[src/tex_config.svh]
`ifndef TEX_CONFIG_SVH
`define TEX_CONFIG_SVH

// lanes per warp
`define TEX_NUM_THREADS 4

// warp id width
`define TEX_NW_BITS 3

// pending request slots, power of two
`define TEX_REQQ_SIZE 4

// opaque request info carried through to the response
`define TEX_INFO_BITS 8

// word address width of each texel RAM lane
`define TEX_RAM_ADDR_BITS 8

`endif

[src/tex_pkg.sv]
`include "tex_config.svh"

package tex_pkg;

    // texel size, 2 and 3 both mean a full word
    typedef logic [1:0] tex_stride_t;

    localparam tex_stride_t TEX_STRIDE_BYTE = 2'd0;
    localparam tex_stride_t TEX_STRIDE_HALF = 2'd1;

    typedef enum logic {
        TEX_FILTER_POINT    = 1'b0,
        TEX_FILTER_BILINEAR = 1'b1
    } tex_filter_t;

    // one queued request, addresses already split per quad slot
    typedef struct packed {
        logic [3:0][`TEX_NUM_THREADS-1:0][`TEX_RAM_ADDR_BITS-1:0] addr;
        logic [3:0][`TEX_NUM_THREADS-1:0][1:0]                     align;
        logic [3:0]                                                dup;
        logic [`TEX_NW_BITS-1:0]                                   wid;
        logic [`TEX_NUM_THREADS-1:0]                               tmask;
        tex_filter_t                                               filter;
        tex_stride_t                                               stride;
        logic [`TEX_INFO_BITS-1:0]                                 info;
    } tex_quad_req_t;

    // fetched word, picked apart by byte or by halfword
    typedef union packed {
        logic [3:0][7:0]  b;
        logic [1:0][15:0] h;
    } tex_word_u;

endpackage

[src/tex_dcache_if.sv]
`include "tex_config.svh"

// per-lane fetch requests toward the texel RAM
interface tex_dcache_req_if;
    logic [`TEX_NUM_THREADS-1:0]                         valid;
    logic [`TEX_NUM_THREADS-1:0]                         ready;
    logic [`TEX_NUM_THREADS-1:0][`TEX_RAM_ADDR_BITS-1:0] addr;
    // quad slot index, same for every lane
    logic [1:0]                                          tag;

    modport master (
        output valid,
        output addr,
        output tag,
        input  ready
    );

    modport slave (
        input  valid,
        input  addr,
        input  tag,
        output ready
    );
endinterface

// fetched words coming back, one ready for all lanes
interface tex_dcache_rsp_if;
    logic [`TEX_NUM_THREADS-1:0]       valid;
    logic [`TEX_NUM_THREADS-1:0][31:0] data;
    logic [1:0]                        tag;
    logic                              ready;

    modport master (
        output valid,
        output data,
        output tag,
        input  ready
    );

    modport slave (
        input  valid,
        input  data,
        input  tag,
        output ready
    );
endinterface

[src/tex_memory.sv]
`include "tex_config.svh"

module tex_memory (
    input  logic                                   clk,
    input  logic                                   reset,

    input  logic                                   req_valid,
    input  logic [`TEX_NW_BITS-1:0]                req_wid,
    input  logic [`TEX_NUM_THREADS-1:0]            req_tmask,
    input  tex_pkg::tex_filter_t                   req_filter,
    input  tex_pkg::tex_stride_t                   req_stride,
    input  logic [`TEX_NUM_THREADS-1:0][3:0][31:0] req_addr,
    input  logic [`TEX_INFO_BITS-1:0]              req_info,
    output logic                                   req_ready,

    output logic                                   rsp_valid,
    output logic [`TEX_NW_BITS-1:0]                rsp_wid,
    output logic [`TEX_NUM_THREADS-1:0]            rsp_tmask,
    output tex_pkg::tex_filter_t                   rsp_filter,
    output logic [`TEX_NUM_THREADS-1:0][3:0][31:0] rsp_data,
    output logic [`TEX_INFO_BITS-1:0]              rsp_info,
    input  logic                                   rsp_ready,

    tex_dcache_req_if.master                       dcache_req,
    tex_dcache_rsp_if.slave                        dcache_rsp
);
    import tex_pkg::*;

    localparam int NT    = `TEX_NUM_THREADS;
    localparam int AW    = `TEX_RAM_ADDR_BITS;
    localparam int CTR_W = $clog2(NT * 4 + 1);
    localparam int CNT_W = $clog2(NT + 1);

    tex_quad_req_t in_rec;
    tex_quad_req_t q;
    logic          q_push;
    logic          q_pop;
    logic          q_empty;
    logic          q_full;

    // split byte addresses into word and offset, one slot per texel
    always_comb begin : build_rec
        logic [NT-1:0] same_word;
        in_rec.wid    = req_wid;
        in_rec.tmask  = req_tmask;
        in_rec.filter = req_filter;
        in_rec.stride = req_stride;
        in_rec.info   = req_info;
        for (int j = 0; j < 4; j++) begin
            for (int i = 0; i < NT; i++) begin
                in_rec.addr[j][i]  = req_addr[i][j][2 +: AW];
                in_rec.align[j][i] = req_addr[i][j][1:0];
                same_word[i] = (req_addr[i][j][2 +: AW] == req_addr[0][j][2 +: AW])
                            || !req_tmask[i];
            end
            in_rec.dup[j] = req_tmask[0] && (&same_word);
        end
    end

    assign q_push    = req_valid && req_ready;
    assign req_ready = !q_full;

    tex_req_fifo req_queue (
        .clk      (clk),
        .reset    (reset),
        .push     (q_push),
        .pop      (q_pop),
        .data_in  (in_rec),
        .data_out (q),
        .empty    (q_empty),
        .full     (q_full)
    );

    logic [1:0]    slot_idx;
    logic [NT-1:0] sent_mask;
    logic          slots_done;
    logic          issue_valid;
    logic          slot_dup;
    logic          slot_sent;
    logic          last_sent;
    logic [NT-1:0] need_mask;
    logic [NT-1:0] req_fire;

    assign issue_valid = !q_empty && !slots_done;
    assign slot_dup    = q.dup[slot_idx];
    // duplicate slot goes out on lane 0 only
    assign need_mask   = q.tmask & {{(NT-1){!slot_dup}}, 1'b1};

    assign dcache_req.valid = {NT{issue_valid}} & need_mask & ~sent_mask;
    assign dcache_req.addr  = q.addr[slot_idx];
    assign dcache_req.tag   = slot_idx;

    assign req_fire  = dcache_req.valid & dcache_req.ready;
    assign slot_sent = issue_valid && (&(dcache_req.ready | sent_mask | ~need_mask));
    assign last_sent = slot_sent
                    && (slot_idx == ((q.filter == TEX_FILTER_BILINEAR) ? 2'd3 : 2'd0));

    always_ff @(posedge clk) begin
        if (reset || slot_sent) begin
            sent_mask <= '0;
        end else begin
            sent_mask <= sent_mask | req_fire;
        end
    end

    always_ff @(posedge clk) begin
        if (reset || last_sent) begin
            slot_idx <= 2'd0;
        end else if (slot_sent) begin
            slot_idx <= slot_idx + 2'd1;
        end
    end

    // head fully issued, wait for its texels
    always_ff @(posedge clk) begin
        if (reset || q_pop) begin
            slots_done <= 1'b0;
        end else if (last_sent) begin
            slots_done <= 1'b1;
        end
    end

    logic [1:0]               rsp_idx;
    logic                     rsp_dup;
    logic                     rsp_fire;
    logic                     texels_done;
    logic                     stall_out;
    logic [NT-1:0]            cur_mask;
    logic [CNT_W-1:0]         cur_cnt;
    logic [CTR_W-1:0]         max_cnt;
    logic [CTR_W-1:0]         rem_ctr;
    logic [NT-1:0][31:0]      lane_texel;
    logic [3:0][NT-1:0][31:0] texels;
    logic [3:0][NT-1:0][31:0] texels_n;
    logic [NT-1:0][3:0][31:0] texels_out;

    assign rsp_idx  = dcache_rsp.tag;
    assign rsp_dup  = q.dup[rsp_idx];
    assign rsp_fire = (|dcache_rsp.valid) && dcache_rsp.ready;
    assign cur_mask = rsp_dup ? q.tmask : dcache_rsp.valid;
    assign cur_cnt  = CNT_W'($countones(cur_mask));
    assign max_cnt  = CTR_W'($countones(q.tmask) * ((q.filter == TEX_FILTER_BILINEAR) ? 4 : 1));

    always_comb begin : extract
        tex_word_u  word;
        logic [1:0] offs;
        for (int i = 0; i < NT; i++) begin
            word = (rsp_dup ? dcache_rsp.data[0] : dcache_rsp.data[i]) & {32{cur_mask[i]}};
            offs = q.align[rsp_idx][i];
            case (q.stride)
                TEX_STRIDE_BYTE: lane_texel[i] = {24'd0, word.b[offs]};
                TEX_STRIDE_HALF: lane_texel[i] = {16'd0, word.h[offs[1]]};
                default:         lane_texel[i] = word;
            endcase
        end
    end

    always_comb begin
        texels_n          = texels;
        texels_n[rsp_idx] = texels[rsp_idx] | lane_texel;
        for (int i = 0; i < NT; i++) begin
            for (int j = 0; j < 4; j++) begin
                texels_out[i][j] = texels_n[j][i];
            end
        end
    end

    always_ff @(posedge clk) begin
        if (reset || q_pop) begin
            texels <= '0;
        end else if (rsp_fire) begin
            texels <= texels_n;
        end
    end

    // texels still outstanding for the head request
    always_ff @(posedge clk) begin
        if (reset) begin
            rem_ctr <= '0;
        end else if ((|req_fire) && (rem_ctr == '0)) begin
            rem_ctr <= max_cnt;
        end else if (rsp_fire) begin
            rem_ctr <= rem_ctr - CTR_W'(cur_cnt);
        end
    end

    assign stall_out   = rsp_valid && !rsp_ready;
    assign texels_done = rsp_fire && (rem_ctr == CTR_W'(cur_cnt));
    assign q_pop       = texels_done && !stall_out;

    // only the final texel waits on a held output
    assign dcache_rsp.ready = !stall_out || (rem_ctr != CTR_W'(cur_cnt));

    always_ff @(posedge clk) begin
        if (reset) begin
            rsp_valid <= 1'b0;
        end else if (!stall_out) begin
            rsp_valid <= texels_done;
        end
    end

    always_ff @(posedge clk) begin
        if (q_pop) begin
            rsp_wid    <= q.wid;
            rsp_tmask  <= q.tmask;
            rsp_filter <= q.filter;
            rsp_data   <= texels_out;
            rsp_info   <= q.info;
        end
    end

    // point requests never see a tag past slot 0
    assert property (@(posedge clk) disable iff (reset)
        rsp_fire |-> (q.filter == TEX_FILTER_BILINEAR) || (rsp_idx == 2'd0))
        else $error("tex_memory: response tag %0d out of range", rsp_idx);

    assert property (@(posedge clk) disable iff (reset)
        rsp_fire |-> (rem_ctr >= CTR_W'(cur_cnt)))
        else $error("tex_memory: texel counter underflow");

endmodule

[src/tex_req_fifo.sv]
`include "tex_config.svh"

module tex_req_fifo (
    input  logic                   clk,
    input  logic                   reset,
    input  logic                   push,
    input  logic                   pop,
    input  tex_pkg::tex_quad_req_t data_in,
    output tex_pkg::tex_quad_req_t data_out,
    output logic                   empty,
    output logic                   full
);
    import tex_pkg::*;

    localparam int DEPTH = `TEX_REQQ_SIZE;
    localparam int PTR_W = $clog2(DEPTH);

    tex_quad_req_t    entries [DEPTH];
    logic [PTR_W-1:0] wr_ptr;
    logic [PTR_W-1:0] rd_ptr;
    logic [PTR_W:0]   count;

    always_ff @(posedge clk) begin
        if (push) begin
            entries[wr_ptr] <= data_in;
        end
    end

    // pointers wrap naturally since depth is a power of two
    always_ff @(posedge clk) begin
        if (reset) begin
            wr_ptr <= '0;
            rd_ptr <= '0;
            count  <= '0;
        end else begin
            if (push) begin
                wr_ptr <= wr_ptr + 1'b1;
            end
            if (pop) begin
                rd_ptr <= rd_ptr + 1'b1;
            end
            case ({push, pop})
                2'b10:   count <= count + 1'b1;
                2'b01:   count <= count - 1'b1;
                default: count <= count;
            endcase
        end
    end

    // head entry visible without a read cycle
    assign data_out = entries[rd_ptr];
    assign empty    = (count == '0);
    assign full     = (count == (PTR_W + 1)'(DEPTH));

    assert property (@(posedge clk) disable iff (reset) !(push && full))
        else $error("tex_req_fifo: push while full");

    assert property (@(posedge clk) disable iff (reset) !(pop && empty))
        else $error("tex_req_fifo: pop while empty");

endmodule

[src/flat_wrapper.sv]
// flat-port wrapper written by rule: the top's interface ports become plain ports
module tex_memory_flat import tex_pkg::*;
  (clk, reset, req_valid, req_wid, req_tmask, req_filter, req_stride, req_addr, req_info, req_ready, rsp_valid, rsp_wid, rsp_tmask, rsp_filter, rsp_data, rsp_info, rsp_ready, dcache_req_valid, dcache_req_addr, dcache_req_tag, dcache_req_ready, dcache_rsp_valid, dcache_rsp_data, dcache_rsp_tag, dcache_rsp_ready);
  tex_dcache_req_if dcache_req_i ();
  tex_dcache_rsp_if dcache_rsp_i ();
  input  logic clk;
  input  logic reset;
  input  logic req_valid;
  input  logic [`TEX_NW_BITS-1:0] req_wid;
  input  logic [`TEX_NUM_THREADS-1:0] req_tmask;
  input  tex_pkg::tex_filter_t req_filter;
  input  tex_pkg::tex_stride_t req_stride;
  input  logic [`TEX_NUM_THREADS-1:0][3:0][31:0] req_addr;
  input  logic [`TEX_INFO_BITS-1:0] req_info;
  output logic req_ready;
  output logic rsp_valid;
  output logic [`TEX_NW_BITS-1:0] rsp_wid;
  output logic [`TEX_NUM_THREADS-1:0] rsp_tmask;
  output tex_pkg::tex_filter_t rsp_filter;
  output logic [`TEX_NUM_THREADS-1:0][3:0][31:0] rsp_data;
  output logic [`TEX_INFO_BITS-1:0] rsp_info;
  input  logic rsp_ready;
  output wire logic [$bits(dcache_req_i.valid)-1:0] dcache_req_valid;
  output wire logic [$bits(dcache_req_i.addr)-1:0] dcache_req_addr;
  output wire logic [$bits(dcache_req_i.tag)-1:0] dcache_req_tag;
  input wire logic [$bits(dcache_req_i.ready)-1:0] dcache_req_ready;
  input wire logic [$bits(dcache_rsp_i.valid)-1:0] dcache_rsp_valid;
  input wire logic [$bits(dcache_rsp_i.data)-1:0] dcache_rsp_data;
  input wire logic [$bits(dcache_rsp_i.tag)-1:0] dcache_rsp_tag;
  output wire logic [$bits(dcache_rsp_i.ready)-1:0] dcache_rsp_ready;
  assign dcache_req_valid = dcache_req_i.valid;
  assign dcache_req_addr = dcache_req_i.addr;
  assign dcache_req_tag = dcache_req_i.tag;
  assign dcache_req_i.ready = dcache_req_ready;
  assign dcache_rsp_i.valid = dcache_rsp_valid;
  assign dcache_rsp_i.data = dcache_rsp_data;
  assign dcache_rsp_i.tag = dcache_rsp_tag;
  assign dcache_rsp_ready = dcache_rsp_i.ready;
  tex_memory u_core (.clk(clk), .reset(reset), .req_valid(req_valid), .req_wid(req_wid), .req_tmask(req_tmask), .req_filter(req_filter), .req_stride(req_stride), .req_addr(req_addr), .req_info(req_info), .req_ready(req_ready), .rsp_valid(rsp_valid), .rsp_wid(rsp_wid), .rsp_tmask(rsp_tmask), .rsp_filter(rsp_filter), .rsp_data(rsp_data), .rsp_info(rsp_info), .rsp_ready(rsp_ready), .dcache_req(dcache_req_i), .dcache_rsp(dcache_rsp_i));
endmodule
[config.mk]
export PLATFORM = sky130hd
export DESIGN_NAME = tex_memory_flat
export DESIGN_NICKNAME = d
export VERILOG_FILES = /design/src/tex_pkg.sv /design/src/tex_dcache_if.sv /design/src/tex_memory.sv /design/src/tex_req_fifo.sv /design/src/flat_wrapper.sv
export VERILOG_INCLUDE_DIRS = /design/src
export SDC_FILE = /design/constraint.sdc
export NUM_CORES = 2
export LEC_CHECK = 0
export ABC_AREA = 1
export BUFFER_PORTS_ARGS = -buffer_cell sky130_fd_sc_hd__buf_2
export CAP_MARGIN = 30
export CORE_AREA = 2 2 487 489
export DETAILED_ROUTE_END_ITERATION = 10
export DIE_AREA = 0 0 489 491
export SKIP_CTS_REPAIR_TIMING = 1
export SYNTH_ARGS = -nofsm -noshare
export SYNTH_HDL_FRONTEND = slang
export SYNTH_SLANG_ARGS = --single-unit
[constraint.sdc]
create_clock -name clk -period 15.9 [get_ports clk]
set_input_delay 0.795 -clock clk [delete_from_list [all_inputs] [get_ports clk]]
set_output_delay 0.795 -clock clk [all_outputs]
set_load 0.005 [all_outputs]
==> impl_metrics.yaml <==
status:
  status: "finished, violations left"
  violations: "antenna violations"
routing:
  first_iter_violations: 6392
  drtAntennaViolNets: 1
  wirelength_um: 285000
  wl_per_cell_um: 24.9
  viasPerCell: 5.12
  vias: 58500
  firstDrtPassIters: 6
  drcViolationCount: 0
pwr:
  pwr-share-comb: 0.309
  power.density_nw_per_um2: 192
  vdd_ir_drop_max_uv: 161
  pwr-share-clk: 0.263
  p_int_w: 0.0106
  leakage_nw: 37.0
  netSwitchingFraction: 0.375
  pwr-share-seq: 0.429
  switching_power_w: 0.00635
place:
  port_buffers: 888
  place_congestion: 0.930
  dpl.cell_count: 11000
  place_hpwl_um: 199000
  place_area_um2: 81500
final_layout:
  final_cells: 11400
  final_cell_area_um2: 87900
  nets: 8775
  area_growth_syn_to_layout_pct: 19.1
  drive_gt1_frac: 0.170
  fill_cells: 23100
  fin_util: 0.375
die:
  core_area_um2: 235000
  num_rows: 178
  io_pins: 1241
  die_area_um2: 240000
  die_h_um: 491
  start_util: 0.315
  die_width_um: 489
yosys:
  yosys_most_used_dff: "edfxtp_1"
  synth_top_area_frac: 0.511
  synthArstFlopShare: 0
  netlist_instances: 7338
  synth.most_common_cell: "edfxtp_1"
  synthTopCellsByCount: "edfxtp_1 (1256), nand2_1 (1148), nor2_1 (960), o21ai_0 (771), inv_1 (717)"
  synth_xor_area_frac: 0.00771
  yosysSeqAreaShare: 0.656
  synth_compound_area_frac: 0.126
  synth_edf_count: 1256
  synth.ff_latch_count: 1790
  synthMuxAreaShare: 0
  synth.avg_cell_area_um2: 10.1
  synth-simple-area-share: 0.145
  synth_top_family_by_area: "simple AND/OR/NAND/NOR gates"
  syn_area_um2: 73800
  synth_cell_type_count: 51
  synth.area.top_cells: "edfxtp_1 (51%), dfxtp_1 (14%), nand2_1 (5.8%), o21ai_0 (5.2%), nor2_1 (4.9%)"
  synth_top_area_cell: "edfxtp_1"
  synth-adder-area-share: 0.00363
  syn_nets: 8029
  yosys_warnings: 0
grt:
  grt.busiest_layer: "met2"
  grt_use_met3: 0.0534
  grt_pass1_vias: 54100
  grt_util_met1: 0.273
  grt_max_degree: 252
  gr-usage-met2: 0.368
  grt_pass1_wl_um: 392000
  grt_use_total: 0.227
  grt.overflow.total: 0
  antenna_found_initial: 78
clocking:
  cts_buffers: 189
  cts_sinks: 1790
  clkTransAtPathRegs_ns: 0.06
  root_buffer: "clkbuf_16"
  clock_latency_ns: 0.87
  cts_tree: "built"
  h-tree-depth: 4
  clock_path_buffers: 3
timing:
  finalSetupTns_ns: 0
  rsz0062_at_grt: "false"
  max_freq_mhz: 102
  worst_pin_slew_ns: 1.34
  whs_ns: 0.155
  post-route-period-util: 0.616
  finClkSkew_ns: 0.0993
  finalMaxSlewViolations: 0
  relSlewSlack: 0.109
  setup_viol: 0
  hold_violations: 0
  fin_crit_ns: 9.79
run:
  max_cap_violations: 0
worst_hold_path:
  hold_start: "req_wid[0]"
  min_path_type: "in2reg"
critical_path:
  critPathRequiredTime_ns: 16.67
  worstSetupEndpointType: "flop"
  critPathKind: "reg2reg"
  crit_path_max_fanout: 251
  worstSetupStartpointType: "flop"
  worst_ep_arrival_time_ns: 10.56
[layout make-up]
type,instances,area [um^2],share of cell area
antenna,32,80.1,0.000911
clock buffer,249,5150,0.0585
clock inverter,105,1160,0.0131
inverter,743,2830,0.0322
multi-input combinational,4384,21000,0.239
sequential,1790,48400,0.551
tap,3150,3940,0.0448
timing repair buffer,976,5370,0.0611
[routing by layer]
| metal | up-vias | wire [um] |
|---|---|---|
| li1 | 26600 | - |
| met1 | 28400 | 106000 |
| met2 | 2938 | 132000 |
| met3 | 613 | 26400 |
| met4 | 38 | 19700 |
| met5 | - | 243 |
[cell usage in the layout, fill, tap and decap left out, types with 16 or more instances in the layout]
| cell | netlist | routed |
|---|---|---|
| clkbuf_1 | 308 | 43 |
| o21ai_1 | 93 | 93 |
| o22ai_1 | 152 | 152 |
| or2_2 | 73 | 73 |
| clkinv_2 | 0 | 35 |
| inv_1 | 717 | 714 |
| nand2_1 | 1148 | 1142 |
| a221oi_1 | 22 | 22 |
| nand3_1 | 355 | 355 |
| nand4_1 | 41 | 41 |
| o211ai_1 | 29 | 29 |
| nor2_1 | 960 | 952 |
| clkbuf_16 | 0 | 191 |
| nand3b_1 | 16 | 16 |
| clkinv_1 | 2 | 24 |
| o211a_1 | 32 | 32 |
| a21oi_1 | 450 | 450 |
| buf_4 | 9 | 72 |
| diode_2 | 0 | 32 |
| o21ai_0 | 771 | 771 |
| xnor2_1 | 61 | 61 |
| inv_2 | 24 | 18 |
| edfxtp_1 | 1256 | 1256 |
| dfxtp_1 | 534 | 531 |
| buf_2 | 62 | 888 |
| o221ai_1 | 49 | 49 |
| o21bai_1 | 41 | 41 |
[logic make-up after synthesis]
logic type | count (synthesis)
and+or+nand+nor | 2623
DFF | 1790
AOI/OAI and AO/OA | 1677
buffers and inverters | 1164
xor gates and xnor gates | 65
adders and majority gates | 19
[power by group through the flow]
stage	logic, W	registers (W)	clock network (W)
after floorplan	0.00257	0.00753	0
after global placement	0.00511	0.00729	0
after detailed placement	0.00518	0.00732	0
after CTS	0.00520	0.00723	0.00451
after global routing	0.00568	0.00731	0.00470
final	0.00522	0.00725	0.00445
[metrics by stage]
step	power [W]	setup slack, ns
6_report	0.0169	6.11
5_1_grt	0.0177	5.30
4_1_cts	0.0169	5.99
3_5_place_dp	0.0125	5.60
3_3_place_gp	0.0124	5.69
2_1_floorplan	0.0101	2.84
[sequential cells by signal (all words and copies together) (netlist names), 4 cells and up, named ones only]
name	flops
u_core.req_queue.entries	728
u_core.rsp_tmask	4
u_core.rsp_info	8
u_core.sent_mask	4
u_core.texels	512
u_core.rem_ctr	5
u_core.rsp_data	512
[worst paths after layout]
| kind | to | slack [ns] | cells after the start |
|---|---|---|---|
| max reg2reg | u_core.texels[168] | 6.11 | 26 |
| min | u_core.req_queue.entries[1][15] | 0.15 | 1 |
| min reg2reg | u_core.slots_done | 0.46 | 2 |
| max | u_core.texels[168] | 6.11 | 26 |
[worst max-delay path, stage by stage, from the launching register on]
cell and delay [ns]:
dfxtp_4 0.78, buf_4 0.68, buf_4 0.84, nand2_1 0.10, nand3_1 0.12, nand2_1 0.18
inv_1 0.17, nand2_1 0.08, nand2_2 0.07, buf_4 0.47, ha_1 0.34, ha_1 0.20
fa_1 0.54, inv_1 0.06, ha_1 0.27, nand2_1 0.08, nor3b_2 0.22, nand3_1 0.12
nand2_2 0.08, buf_4 0.52, inv_8 0.42, nand2_1 0.41, nand2_4 0.53, inv_8 0.82
buf_12 0.60, o21ai_0 0.26, a21oi_1 0.20
Power figures use the tool's default switching activity.
